<file path="config.mk">
export PLATFORM = sky130hd
export DESIGN_NAME = read_strobe_timer
export DESIGN_NICKNAME = d
export VERILOG_FILES = /design/src/design/pktctrl_pkg.sv /design/src/design/read_strobe_timer.sv
export SDC_FILE = /design/constraint.sdc
export NUM_CORES = 1
export LEC_CHECK = 0
export ABC_CLOCK_PERIOD_IN_PS = 2880
export BUFFER_PORTS_ARGS = -buffer_cell sky130_fd_sc_hd__buf_2
export CAP_MARGIN = 40
export CORE_UTILIZATION = 50
export DETAILED_ROUTE_END_ITERATION = 12
export PLACE_DENSITY = 0.81
export SLEW_MARGIN = 20
export SYNTH_ARGS = -nofsm -noshare
export SYNTH_HDL_FRONTEND = slang
export SYNTH_SLANG_ARGS = --single-unit
</file>
<file path="constraint.sdc">
create_clock -name pktctrl_clk -period 2.88 [get_ports pktctrl_clk]
set_input_delay 0 -clock pktctrl_clk [delete_from_list [all_inputs] [get_ports pktctrl_clk]]
set_output_delay 0 -clock pktctrl_clk [all_outputs]
set_load 0.1 [all_outputs]
</file>
<file path="src/design/pktctrl_pkg.sv">
/*
 * Shared widths, controller states and helper functions of the packet capture
 * controller. Modules take it by wildcard import in their header.
 */
package pktctrl_pkg;

    // --------------------
    // Sample and stream widths
    // --------------------
    localparam int SAMPLE_W          = 36;
    localparam int HALF_W            = SAMPLE_W / 2;
    localparam int SLICE_W           = 9;
    localparam int SLICES_PER_SAMPLE = SAMPLE_W / SLICE_W;
    localparam int SLICE_SEL_W       = $clog2(SLICES_PER_SAMPLE);

    // Read clock gap and phase settings
    localparam int GAP_W = 9;

    // --------------------
    // Controller states
    // --------------------
    typedef enum logic [2:0] {
        IDLE,
        WRITE,
        WRITE_DONE,
        REG_READ,
        STREAM_READ
    } capture_state_e;

    // Select width for n items, at least one bit
    function automatic int sel_width(input int n);
        int w;
        w = (n > 1) ? $clog2(n) : 1;
        return w;
    endfunction

endpackage

</file>
<file path="src/design/read_strobe_timer.sv">
/*
 * Read clock timer. A half-gap counter toggles clk_rd at the phase match and
 * pulses data_rd_en once per counter period.
 */
`timescale 1ns/1ps
module read_strobe_timer import pktctrl_pkg::*; (
    input  logic             pktctrl_clk,
    input  logic             pktctrl_rstn,
    input  logic [GAP_W-1:0] rf_pktctrl_gap,
    input  logic [GAP_W-1:0] rf_pktctrl_phase,
    output logic             clk_rd,
    output logic             data_rd_en
);

    logic [GAP_W-1:0] cnt_q;
    logic [GAP_W-1:0] cnt_last;

    // Half the gap minus one, gap of 4 or more
    assign cnt_last = (rf_pktctrl_gap >> 1) - 1'b1;

    always_ff @(posedge pktctrl_clk or negedge pktctrl_rstn) begin
        if (!pktctrl_rstn) begin
            cnt_q <= '0;
        end else if (cnt_q >= cnt_last) begin
            cnt_q <= '0;
        end else begin
            cnt_q <= cnt_q + 1'b1;
        end
    end

    always_ff @(posedge pktctrl_clk or negedge pktctrl_rstn) begin
        if (!pktctrl_rstn) begin
            clk_rd     <= 1'b0;
            data_rd_en <= 1'b0;
        end else begin
            if (cnt_q == rf_pktctrl_phase) begin
                clk_rd <= ~clk_rd;
            end
            data_rd_en <= (cnt_q == cnt_last);
        end
    end

endmodule

</file>
# --- Yosys cells after proc, flatten, opt, wreduce, memory -nomap -nowiden ---
# Cells that the tools add are included.
word_totals:
  input_bits: 20
  out_inout_bits: 2
  register_bits: 11
classes:
  n_bitwise: 1
  order_cmp: 1
  mux: 1
  add_sub_neg: 2
  n_eq_ne: 2
ops:
  columns: ["op", "count"]
  rows:
  - ["$eq 9x9->1", 2]
  - ["$add 9x1->9 const B", 1]
  - ["$ge 9x9->1", 1]
  - ["$mux 9", 1]
  - ["$sub 8x1->9 const B", 1]
  - ["$not 1->1", 1]

# --- Logic depth before layout (Yosys ltp) ---
# Gate-level depths: netlist (run 1).
logic_depth:
  ltp_word: 3
  mapped_depth: 10
  depth_no_buf: 9

# --- Worst setup path before layout (run 1) ---
# OpenSTA, ideal clock, no wires.
synth_path:
  path_kind: "input to register"
  startpoint: "input rf_pktctrl_gap[6]"
  endpoint: "register cnt_q[1]"
  stages: 8
  t_required_ns: 2.797
  arrival_ns: 1.763
  n_path_buf: 0
  setup_slack_ns: 1.035
  setup_time_ns: 0.083
  path_cell_list: "nor4_1 > nand2_1 > or3_1 > ha_1 > and4_1 > nand3_1 > o211ai_2 > nor3b_2"
synth_between:
  elab_chain_cells: 3
synth_rtl:
  columns: ["element", "line_no", "text"]
  rows:
  - ["start: declaration", "read_strobe_timer.sv:9", "input logic [GAP_W-1:0] rf_pktctrl_gap,"]
  - ["$sub 8x1->9", "read_strobe_timer.sv:19", "assign cnt_last = (rf_pktctrl_gap >> 1) - 1'b1;"]
  - ["$ge 9x9->1", "read_strobe_timer.sv:24", "end else if (cnt_q >= cnt_last) begin"]
  - ["$mux 9", "read_strobe_timer.sv:24", null]
  - ["end signal: assignment", "read_strobe_timer.sv:27", "cnt_q <= cnt_q + 1'b1;"]
  - ["end: declaration", "read_strobe_timer.sv:15", "logic [GAP_W-1:0] cnt_q;"]
# No other way between the ends.
# A chain may end at the register's enable or synchronous reset.

# --- Worst setup path after layout (run 1) ---
layout_path:
  startpoint: "input rf_pktctrl_gap[6]"
  endpoint: "register cnt_q[3]"
# Same word-level chain as after synthesis.

==> results of run 1 <==
==> metrics by stage <==
| step | setup slack [ns] | power (mW) |
|---|---|---|
| 2_1_floorplan | 1.03 | 0.529 |
| 3_3_place_gp | 0.717 | 0.592 |
| 3_5_place_dp | 0.671 | 0.613 |
| 4_1_cts | 0.968 | 0.734 |
| 5_1_grt | 0.721 | 0.794 |
| 6_report | 0.955 | 0.732 |
==> final timing paths <==
path	from	endpoint	slack (ns)
worst max-delay path	rf_pktctrl_gap[6]	cnt_q[3]	0.96
worst min-delay path	rf_pktctrl_phase[4]	clk_rd	0.07
worst max register to register	cnt_q[2]	cnt_q[3]	1.04
worst min register to register	clk_rd	clk_rd	0.48
max in group asynchronous	pktctrl_rstn	cnt_q[4]	2.56
min in group asynchronous	pktctrl_rstn	cnt_q[7]	0.10
==> sequential cells by signal (all words and copies together) (netlist names) <==
signal / count
cnt_q: 9
clk_rd: 1
data_rd_en: 1
==> metal layers <==
| metal | global-route usage [%] | part of all wire (%) |
|---|---|---|
| met1 | 32.0 | 49 |
| met5 | 0 | 0 |
| met2 | 33.1 | 45 |
| met4 | 12.7 | 2.4 |
| met3 | 3.57 | 3.5 |
==> worst min-delay path: cells and delay by family <==
| family | cells | cell delay [ns] |
|---|---|---|
| AND/OR/NAND/NOR | 1 | 0.09 |
| buffers and inverters | 1 | 0.09 |
| XOR/XNOR | 2 | 0.14 |
==> power breakdown <==
group	switching, mW	internal, mW
Combinational	0.177	0.156
Sequential	0.0822	0.200
Clock	0.0651	0.0517
Total	0.324	0.408
==> final cells by class <==
type	instances	area (um^2)	share of cell area, %
repair buffers	21	110	9.94
inverters	4	15.0	1.36
multi-input cells	79	648	58.5
well taps	25	31.3	2.82
clock inverters	1	5.00	0.452
flip-flops and latches	11	275	24.9
clock buffers	3	22.5	2.03
==> cell families after synthesis <==
| logic type | after synthesis | share of synthesized area, % |
|---|---|---|
| flops | 11 | 29.0 |
| compound gates | 7 | 4.74 |
| xor+xnor | 23 | 21.2 |
| simple gates | 38 | 27.8 |
| fa+ha+maj | 11 | 14.5 |
| buf+inv | 5 | 2.77 |
==> placed cells by master, fill, tap and decap left out, drive strengths merged, types with 4 or more instances in the layout <==
| cell | n |
|---|---|
| nor3 | 13 |
| ha | 11 |
| buf | 20 |
| a21oi | 4 |
| xor2 | 12 |
| dfrtp | 11 |
| nand3 | 4 |
| nand2 | 9 |
| inv | 4 |
| xnor2 | 11 |
==> timing repair <==
| item | in CTS | in global routing |
|---|---|---|
| gates resized for setup | 0 | 0 |
| setup endpoints to repair | 0 | 0 |
| hold buffers | 1 | 0 |
| setup buffers | 0 | 0 |
| hold endpoints to repair | 11 | 0 |
==> reports/results.ini, run 1 <==
[timing]
finalCriticalPeriod_ns=1.92
drv_slew=0
whs_ns=0.0715
setup_tns_ns=0
fin_skew_ns=0.00647
worst_slew_pin_slew_ns=0.656
hold_violations=0
fin_crit_sh_pct=66.8
fmax_mhz=520
finalSetupViolCount=0
rsz0062_at_grt=no
maxSlewHeadroom_pct=56.1

[layout]
drive_above_1_share_pct=32.8
fin_area_um2=1110
final_nets=151
antenna_cells=0
area_delta_synth_final_pct=16.6
layoutNonFillerInstCount=144
post-route-util_pct=63.4
fillCellCount=156

[detailed_routing]
drtIter0Drc=18
via_count=768
ant_nets=0
drc=0
firstDrtPassIters=4
drt_wl_total_mm=1.89
avgViaCountPerCell=5.33
wl_per_cell_um=13.1

[die]
core_um2=1750
row_count=15
ios=22
dieArea_um2=2080
die_x_um=45.6
dieHeight_um=45.6
start_util_pct=54.4

[power]
peakVddDrop_uv=490
power_density_nw_per_um2=661
leakagePower_nw=0.524

[yosys]
yosys_warnings=0
yosysMostFrequentCell=xor2_1
synth_seq_cells=11
yosysTopAreaCell=dfrtp_1
syn_nets=126
synth_area_leaders=dfrtp_1 (29%), ha_1 (14%), xor2_1 (11%), nor3_2 (11%), xnor2_1 (10%)
syn_avg_cell_area_um2=10.0
synth_area_um2=950
synth_seq_area_share_pct=29.0
yosys-top-cells-count=xor2_1 (12), dfrtp_1 (11), ha_1 (11), xnor2_1 (11), nor3_2 (10)
synth_edf_count=0
ys.flop_type=dfrtp_1
syn_inst=95
synth.top_cell.area_share_pct=29.0
ys_types=25
async_flop_share_pct=100

[global_routing]
grt_pass1_vias=716
overflow=0
grt_pass1_wl_mm=3.22
antenna_found_initial=0
track_usage_pct=22.8
grt_max_degree=12

[clocking]
clockBufferDepth=2
cts_sinks=11
cts-root-buf=clkbuf_4
clk_pin_slew_ns=0.09
cts_max_level=1
cts_tree=yes
insertion_delay_ns=0.29
cts-buffers-inserted=3

[run]
maxCapViolCount=0

[worst_setup_path]
crit_path_max_fanout=9
critPathBufInv=1
cp_slowest_stage_delay_ns=0.38
critical_path.top_delay_family=simple AND/OR/NAND/NOR gates
path_cells=buf_2 -> nor4_1 -> nand2_1 -> or3_1 -> ha_1 -> and4_1 -> nand3_1 -> o211ai_2 -> nor3_2
worstPathArrival_ns=2.13
worst-path-stages=9
reg2reg_depth=5
required_ns=3.09
critical-path-slowest-cell=nor4_1
start_kind=input pin
end_kind=flop
critPathKind=in2reg

[placement]
port-buffer-count=20
dp.cells=139
post_dp_cell_area_um2=1070
finalWeightedCongestion=0.752
dp_hpwl_mm=1.46

[min_path]
hold_path.class=in2reg
hold_path_depth=4

[outcome]
outcome=finished, final reports clean

Power figures use the tool's default switching activity.
==> run 2, diff against run 1 <==
ABC_CLOCK_PERIOD_IN_PS = 1800   (was 2880)
clock period = 1.8 ns   (was 2.88 ns; I/O delays follow)
==> reports/results.ini, run 2 (synthesis gave the netlist of run 1 again) <==
[outcome]
outcome=finished, final reports clean

[detailed_routing]
firstDrtPassIters=4  ; unchanged
drc=0  ; unchanged
wl_met1_um=993  ; +6.4%
via_count=821  ; +6.9%
dr_wl_met3_um=115  ; +72%
wl_per_cell_um=14.7  ; +12%
ant_nets=0  ; unchanged
routed-wl-met2_mm=1.21  ; +43%
drt_wl_total_mm=2.32  ; +23%
routed.top_layer=met4
avgViaCountPerCell=5.20  ; -2.6%
drtIter0Drc=21  ; +3

[clocking]
cts_tree=yes
cts_sinks=11  ; unchanged
clk_pin_slew_ns=0.06  ; -0.03 ns
cts-root-buf=clkbuf_4
insertion_delay_ns=0.26  ; -0.03 ns
cts_max_level=1  ; unchanged
cts-buffers-inserted=3  ; unchanged
clockBufferDepth=2  ; unchanged

[timing]
setup_slack_ns=0.0700  ; -0.885 ns
worst_slew_pin_slew_ns=0.483  ; -0.173 ns
maxSlewHeadroom_pct=68.0  ; +12 points
fin_crit_sh_pct=96.1
finalSetupViolCount=0  ; unchanged
setup_tns_ns=0  ; unchanged
drv_slew=0  ; unchanged
fin_skew_ns=0.00104  ; -0.00543 ns
rsz0062_at_grt=yes
hold_violations=0  ; unchanged
finalCriticalPeriod_ns=1.73
fmax_mhz=578

[layout]
area_delta_synth_final_pct=33.7
final_common_cell=buf_2
drive_above_1_share_pct=42.9  ; +10 points
fillCellCount=126  ; -19%
final_nets=165  ; +9.3%
final_cell_mix=buf_2 (20), buf_4 (13), xor2_1 (12)
largest-register=cnt_q
layoutNonFillerInstCount=158  ; +9.7%
antenna_cells=0  ; unchanged
reg_top3=cnt_q x9, clk_rd x1, data_rd_en x1
largest_register_ffs=9  ; unchanged

[die]
die_x_um=45.6  ; unchanged
row_count=15  ; unchanged
start_util_pct=54.4  ; unchanged
ios=22  ; unchanged
dieHeight_um=45.6  ; unchanged
dieArea_um2=2080  ; unchanged
core_um2=1750  ; unchanged

[worst_setup_path]
cp_slowest_stage_delay_ns=0.32  ; -0.06 ns
critical-path-slowest-cell=or3_1
path_cells=buf_2 -> nor4_4 -> nand2_1 -> or3_1 -> ha_1 -> and4_1 -> nand3_4 -> o211ai_2 -> nor3b_2
worstPathArrival_ns=1.92  ; -0.21 ns
critPathKind=in2reg
required_ns=1.99  ; -1.10 ns
critPathBufInv=1  ; unchanged
start_kind=input pin
end_kind=flop
crit_path_max_fanout=4  ; -5
critical_path.top_delay_family=simple AND/OR/NAND/NOR gates

[min_path]
hold_path.class=in2reg

[placement]
dp_slack_ns=-0.349  ; -1.02 ns
port-buffer-count=20  ; unchanged
dp.cells=152  ; +9.4%
finalWeightedCongestion=0.833  ; +11%
dp_hpwl_mm=1.64  ; +13%

[global_routing]
grt_pass1_wl_mm=3.24  ; +0.65%
overflow=0  ; unchanged
grt_pass1_vias=744  ; +3.9%
track_usage_pct=23.0  ; +0.19 points
grt_max_degree=12  ; unchanged
antenna_found_initial=0  ; unchanged

[run]
maxCapViolCount=0  ; unchanged

[power]
p_int_mw=0.738  ; +81%
seq_power_share_pct=31.2  ; -7.4 points
switchingPower_mw=0.540  ; +67%
p_comb_share_pct=56.0  ; +11 points
peakVddDrop_uv=830  ; +69%
sw_frac_of_total_pct=42.3  ; -2.0 points
clkPwrFrac_pct=12.7  ; -3.3 points
leakagePower_nw=0.593  ; +13%
power_density_nw_per_um2=1010  ; +52%

-- run 2: changes by cell type in the layout (fill, tap and decap cells not counted), sizes merged --
cell | previous run | this run
clkinv | 1 | 0
o211ai | 1 | 2
buf | 20 | 33
clkbuf | 3 | 4
-- run 2: cell type report --
class	count	area (um^2)	area share (%)
Inverter	4	15.0	1.18
Multi-Input combinational cell	80	714	56.3
Timing Repair Buffer	34	208	16.4
Sequential cell	11	275	21.7
Tap cell	25	31.3	2.46
Clock buffer	4	26.3	2.07
-- run 2: what timing repair did --
item	CTS	global route
resized for setup	2	6
endpoints found under the hold margin	11	0
hold buffers	1	0
setup endpoints to repair	9	9
buffers inserted	0	0
pin swaps	0	2
gates cloned	0	1
-- run 2: layer usage --
metal / GRT usage, % / vias to the layer above
li1: - / 410
met1: 27.8 / 381
met2: 40.3 / 28
met3: 7.14 / 2
met4: 3.64 / 0
met5: 0 / -
-- run 2: tightest hold or removal path, stage by stage --
cell     delay [ns]
buf_2          0.09
xnor2_1        0.06
nand4_1        0.09
xnor2_1        0.07
-- run 2: path summary, 6_finish.rpt --
kind                       cells after the start  endpoint  slack [ns]                start
setup / recovery                               9  cnt_q[1]        0.07    rf_pktctrl_gap[6]
hold / removal                                 4    clk_rd        0.09  rf_pktctrl_phase[4]
setup reg to reg                               4  cnt_q[1]        0.16             cnt_q[6]
hold reg to reg                                1    clk_rd        0.47               clk_rd
max in group asynchronous                      2  cnt_q[2]        1.46         pktctrl_rstn
min in group asynchronous                      2  cnt_q[6]        0.14         pktctrl_rstn
-- run 2: power by group through the flow --
stage / logic [mW] / clock network [mW] / registers (mW)
2_1_floorplan: 0.395 / 0 / 0.456
3_3_place_gp: 0.632 / 0 / 0.399
3_5_place_dp: 0.654 / 0 / 0.401
4_1_cts: 0.666 / 0.168 / 0.398
5_1_grt: 0.783 / 0.182 / 0.410
6_report: 0.716 / 0.163 / 0.399
-- run 2: per-stage QoR --
| stage | power (mW) | utilization, % | hold WS, ns | instance area, um^2 |
|---|---|---|---|---|
| final | 1.28 | 72.8 | 0.0895 | 1270 |
| after global routing | 1.37 | 72.8 | 0.0952 | 1270 |
| after CTS | 1.23 | 69.9 | 0.0774 | 1220 |
| after detailed placement | 1.06 | 67.4 | -0.119 | 1180 |
| after global placement | 1.03 | 67.4 | -0.120 | 1180 |
| after floorplan | 0.851 | - | -0.296 | 958 |
==> run 3, diff against run 2 <==
SETUP_SLACK_MARGIN = 0.4   (was unset)
==> reports/results.ini, run 3 (synthesis gave the netlist of run 1 again) <==
[timing]
maxSlewHeadroom_pct=67.2  ; -0.81 points
worst_slew_pin_slew_ns=0.495  ; +0.0123 ns
hold_violations=0  ; unchanged
rsz0062_at_grt=yes
setup_slack_ns=0.0734  ; +0.00340 ns
drv_slew=0  ; unchanged
fmax_mhz=579  ; +0.20%
finalSetupViolCount=0  ; unchanged
setup_tns_ns=0  ; unchanged
fin_crit_sh_pct=95.9  ; -0.19 points
fin_skew_ns=0.00216  ; +0.00112 ns
finalCriticalPeriod_ns=1.73  ; -0.00340 ns

[clocking]
insertion_delay_ns=0.28  ; +0.02 ns
clockBufferDepth=2  ; unchanged
cts_max_level=1  ; unchanged
clk_pin_slew_ns=0.07  ; about the same
cts-buffers-inserted=3  ; unchanged
cts-root-buf=clkbuf_4
cts_sinks=11  ; unchanged
cts_tree=yes

[detailed_routing]
wl_per_cell_um=23.3  ; +59%
dr_wl_met3_um=277  ; +140%
drtIter0Drc=28  ; +33%
routed.top_layer=met4
drt_wl_total_mm=3.89  ; +68%
routed-wl-met2_mm=1.80  ; +50%
ant_nets=0  ; unchanged
avgViaCountPerCell=6.10  ; +17%
drc=0  ; unchanged
firstDrtPassIters=4  ; unchanged
via_count=1019  ; +24%
wl_met1_mm=1.50  ; +51%

[layout]
fillCellCount=82  ; -35%
drive_above_1_share_pct=54.9  ; +12 points
final_nets=174  ; +5.5%
largest_register_ffs=9  ; unchanged
reg_top3=cnt_q x9, clk_rd x1, data_rd_en x1
seqCellArea_um2=275  ; unchanged
antenna_cells=0  ; unchanged
fin_area_um2=1490  ; +18%
final_common_cell=buf_2
final_cell_mix=buf_2 (18), buf_4 (17)
multi_input_area_um2=810  ; +13%
post-route-util_pct=85.6  ; +13 points
area_delta_synth_final_pct=57.3
largest-register=cnt_q

[global_routing]
overflow=0  ; unchanged
grt_max_degree=12  ; unchanged
grt_pass1_wl_mm=4.95  ; +53%
antenna_found_initial=0  ; unchanged
track_usage_pct=35.8  ; +13 points
grt_pass1_vias=1033  ; +39%

[die]
dieArea_um2=2080  ; unchanged
die_x_um=45.6  ; unchanged
core_um2=1750  ; unchanged
start_util_pct=54.4  ; unchanged
ios=22  ; unchanged
row_count=15  ; unchanged
dieHeight_um=45.6  ; unchanged

[placement]
dp_slack_ns=-0.184  ; +0.166 ns
port-buffer-count=20  ; unchanged
post_dp_cell_area_um2=1230  ; +4.7%
finalWeightedCongestion=0.780  ; -6.4%
dp_hpwl_mm=1.88  ; +14%

[worst_setup_path]
start_kind=input pin
r2r_slack_ns=0.16  ; about the same
worstReg2RegEnd=cnt_q[5]
reg2reg_depth=6  ; +2
worstPathArrival_ns=1.89  ; -0.03 ns
r2r-start=cnt_q[2]
critPathKind=in2reg
crit_path_max_fanout=5  ; +1
end_kind=flop
required_ns=1.96  ; -0.03 ns

[min_path]
hold_path.class=in2async

[power]
leakagePower_nw=0.658  ; +11%
peakVddDrop_uv=1050  ; +26%
power_density_nw_per_um2=1060  ; +5.5%

[outcome]
outcome=finished, final reports clean

[run]
maxCapViolCount=0  ; unchanged

==> run 3: cell types whose count changed in the layout (fill, tap and decap cells not counted), moves of 2 or more <==
cell,before,now
ha_1,11,7
buf_4,13,17
ha_4,0,4
buf_6,0,4
a21oi_1,3,1
buf_2,20,18
==> run 3: cell type report <==
cell class                 count  share of cell area [%]
tap                           25                    2.09
sequential                    11                    18.4
inverter                       4                    1.01
clock buffer                   3                    1.51
timing repair buffer          43                    22.4
multi-input combinational     80                    54.2
clock inverter                 1                   0.335
==> run 3: report_power, final <==
part           internal, mW  switching (mW)
Sequential            0.321          0.0865
Combinational         0.487           0.515
Clock                0.0827          0.0945
==> run 3: worst max-delay path, cell delays in order <==
cell and delay, ns:
buf_8 0.10, nor4_4 0.31, nand2_1 0.14, or3_4 0.36, ha_4 0.31, nand2_1 0.18, o211ai_4 0.38, nor3b_2 0.09
==> run 3: how the worst max path moves through the flow <==
stage | from | endpoint | slack (ns) | cells after the start
floorplan | rf_pktctrl_gap[6] | cnt_q[1] | 0.15 | 8
global placement | rf_pktctrl_gap[1] | cnt_q[7] | -0.06 | 11
detailed placement | rf_pktctrl_gap[6] | cnt_q[1] | -0.18 | 9
CTS | cnt_q[2] | cnt_q[1] | 0.20 | 6
global route | rf_pktctrl_gap[6] | cnt_q[1] | 0.02 | 8
finish | rf_pktctrl_gap[6] | cnt_q[1] | 0.07 | 8
==> run 3: per-stage QoR <==
stage	hold slack (ns)	std cells	total power [mW]
after floorplan	-0.296	95	0.858
after global placement	-0.129	155	1.09
after detailed placement	-0.127	155	1.12
after CTS	0.0746	165	1.45
after global routing	0.191	167	1.65
final	0.155	167	1.59
==> run 3: what timing repair did <==
item / 4_1_cts / 5_1_grt
gates resized for setup: 21 / 8
endpoints found under the hold margin: 11 / 0
buffers inserted: 3 / 2
hold buffers: 1 / 0
gates cloned: 2 / 0
setup endpoints to repair: 10 / 11
pin swaps: 6 / 8
==> run 3: routing by layer <==
layer	GRT usage [%]	vias to the layer above
met2	65.4	64
met1	38.6	496
li1	-	429
met5	0	-
met4	18.8	0
met3	6.35	30
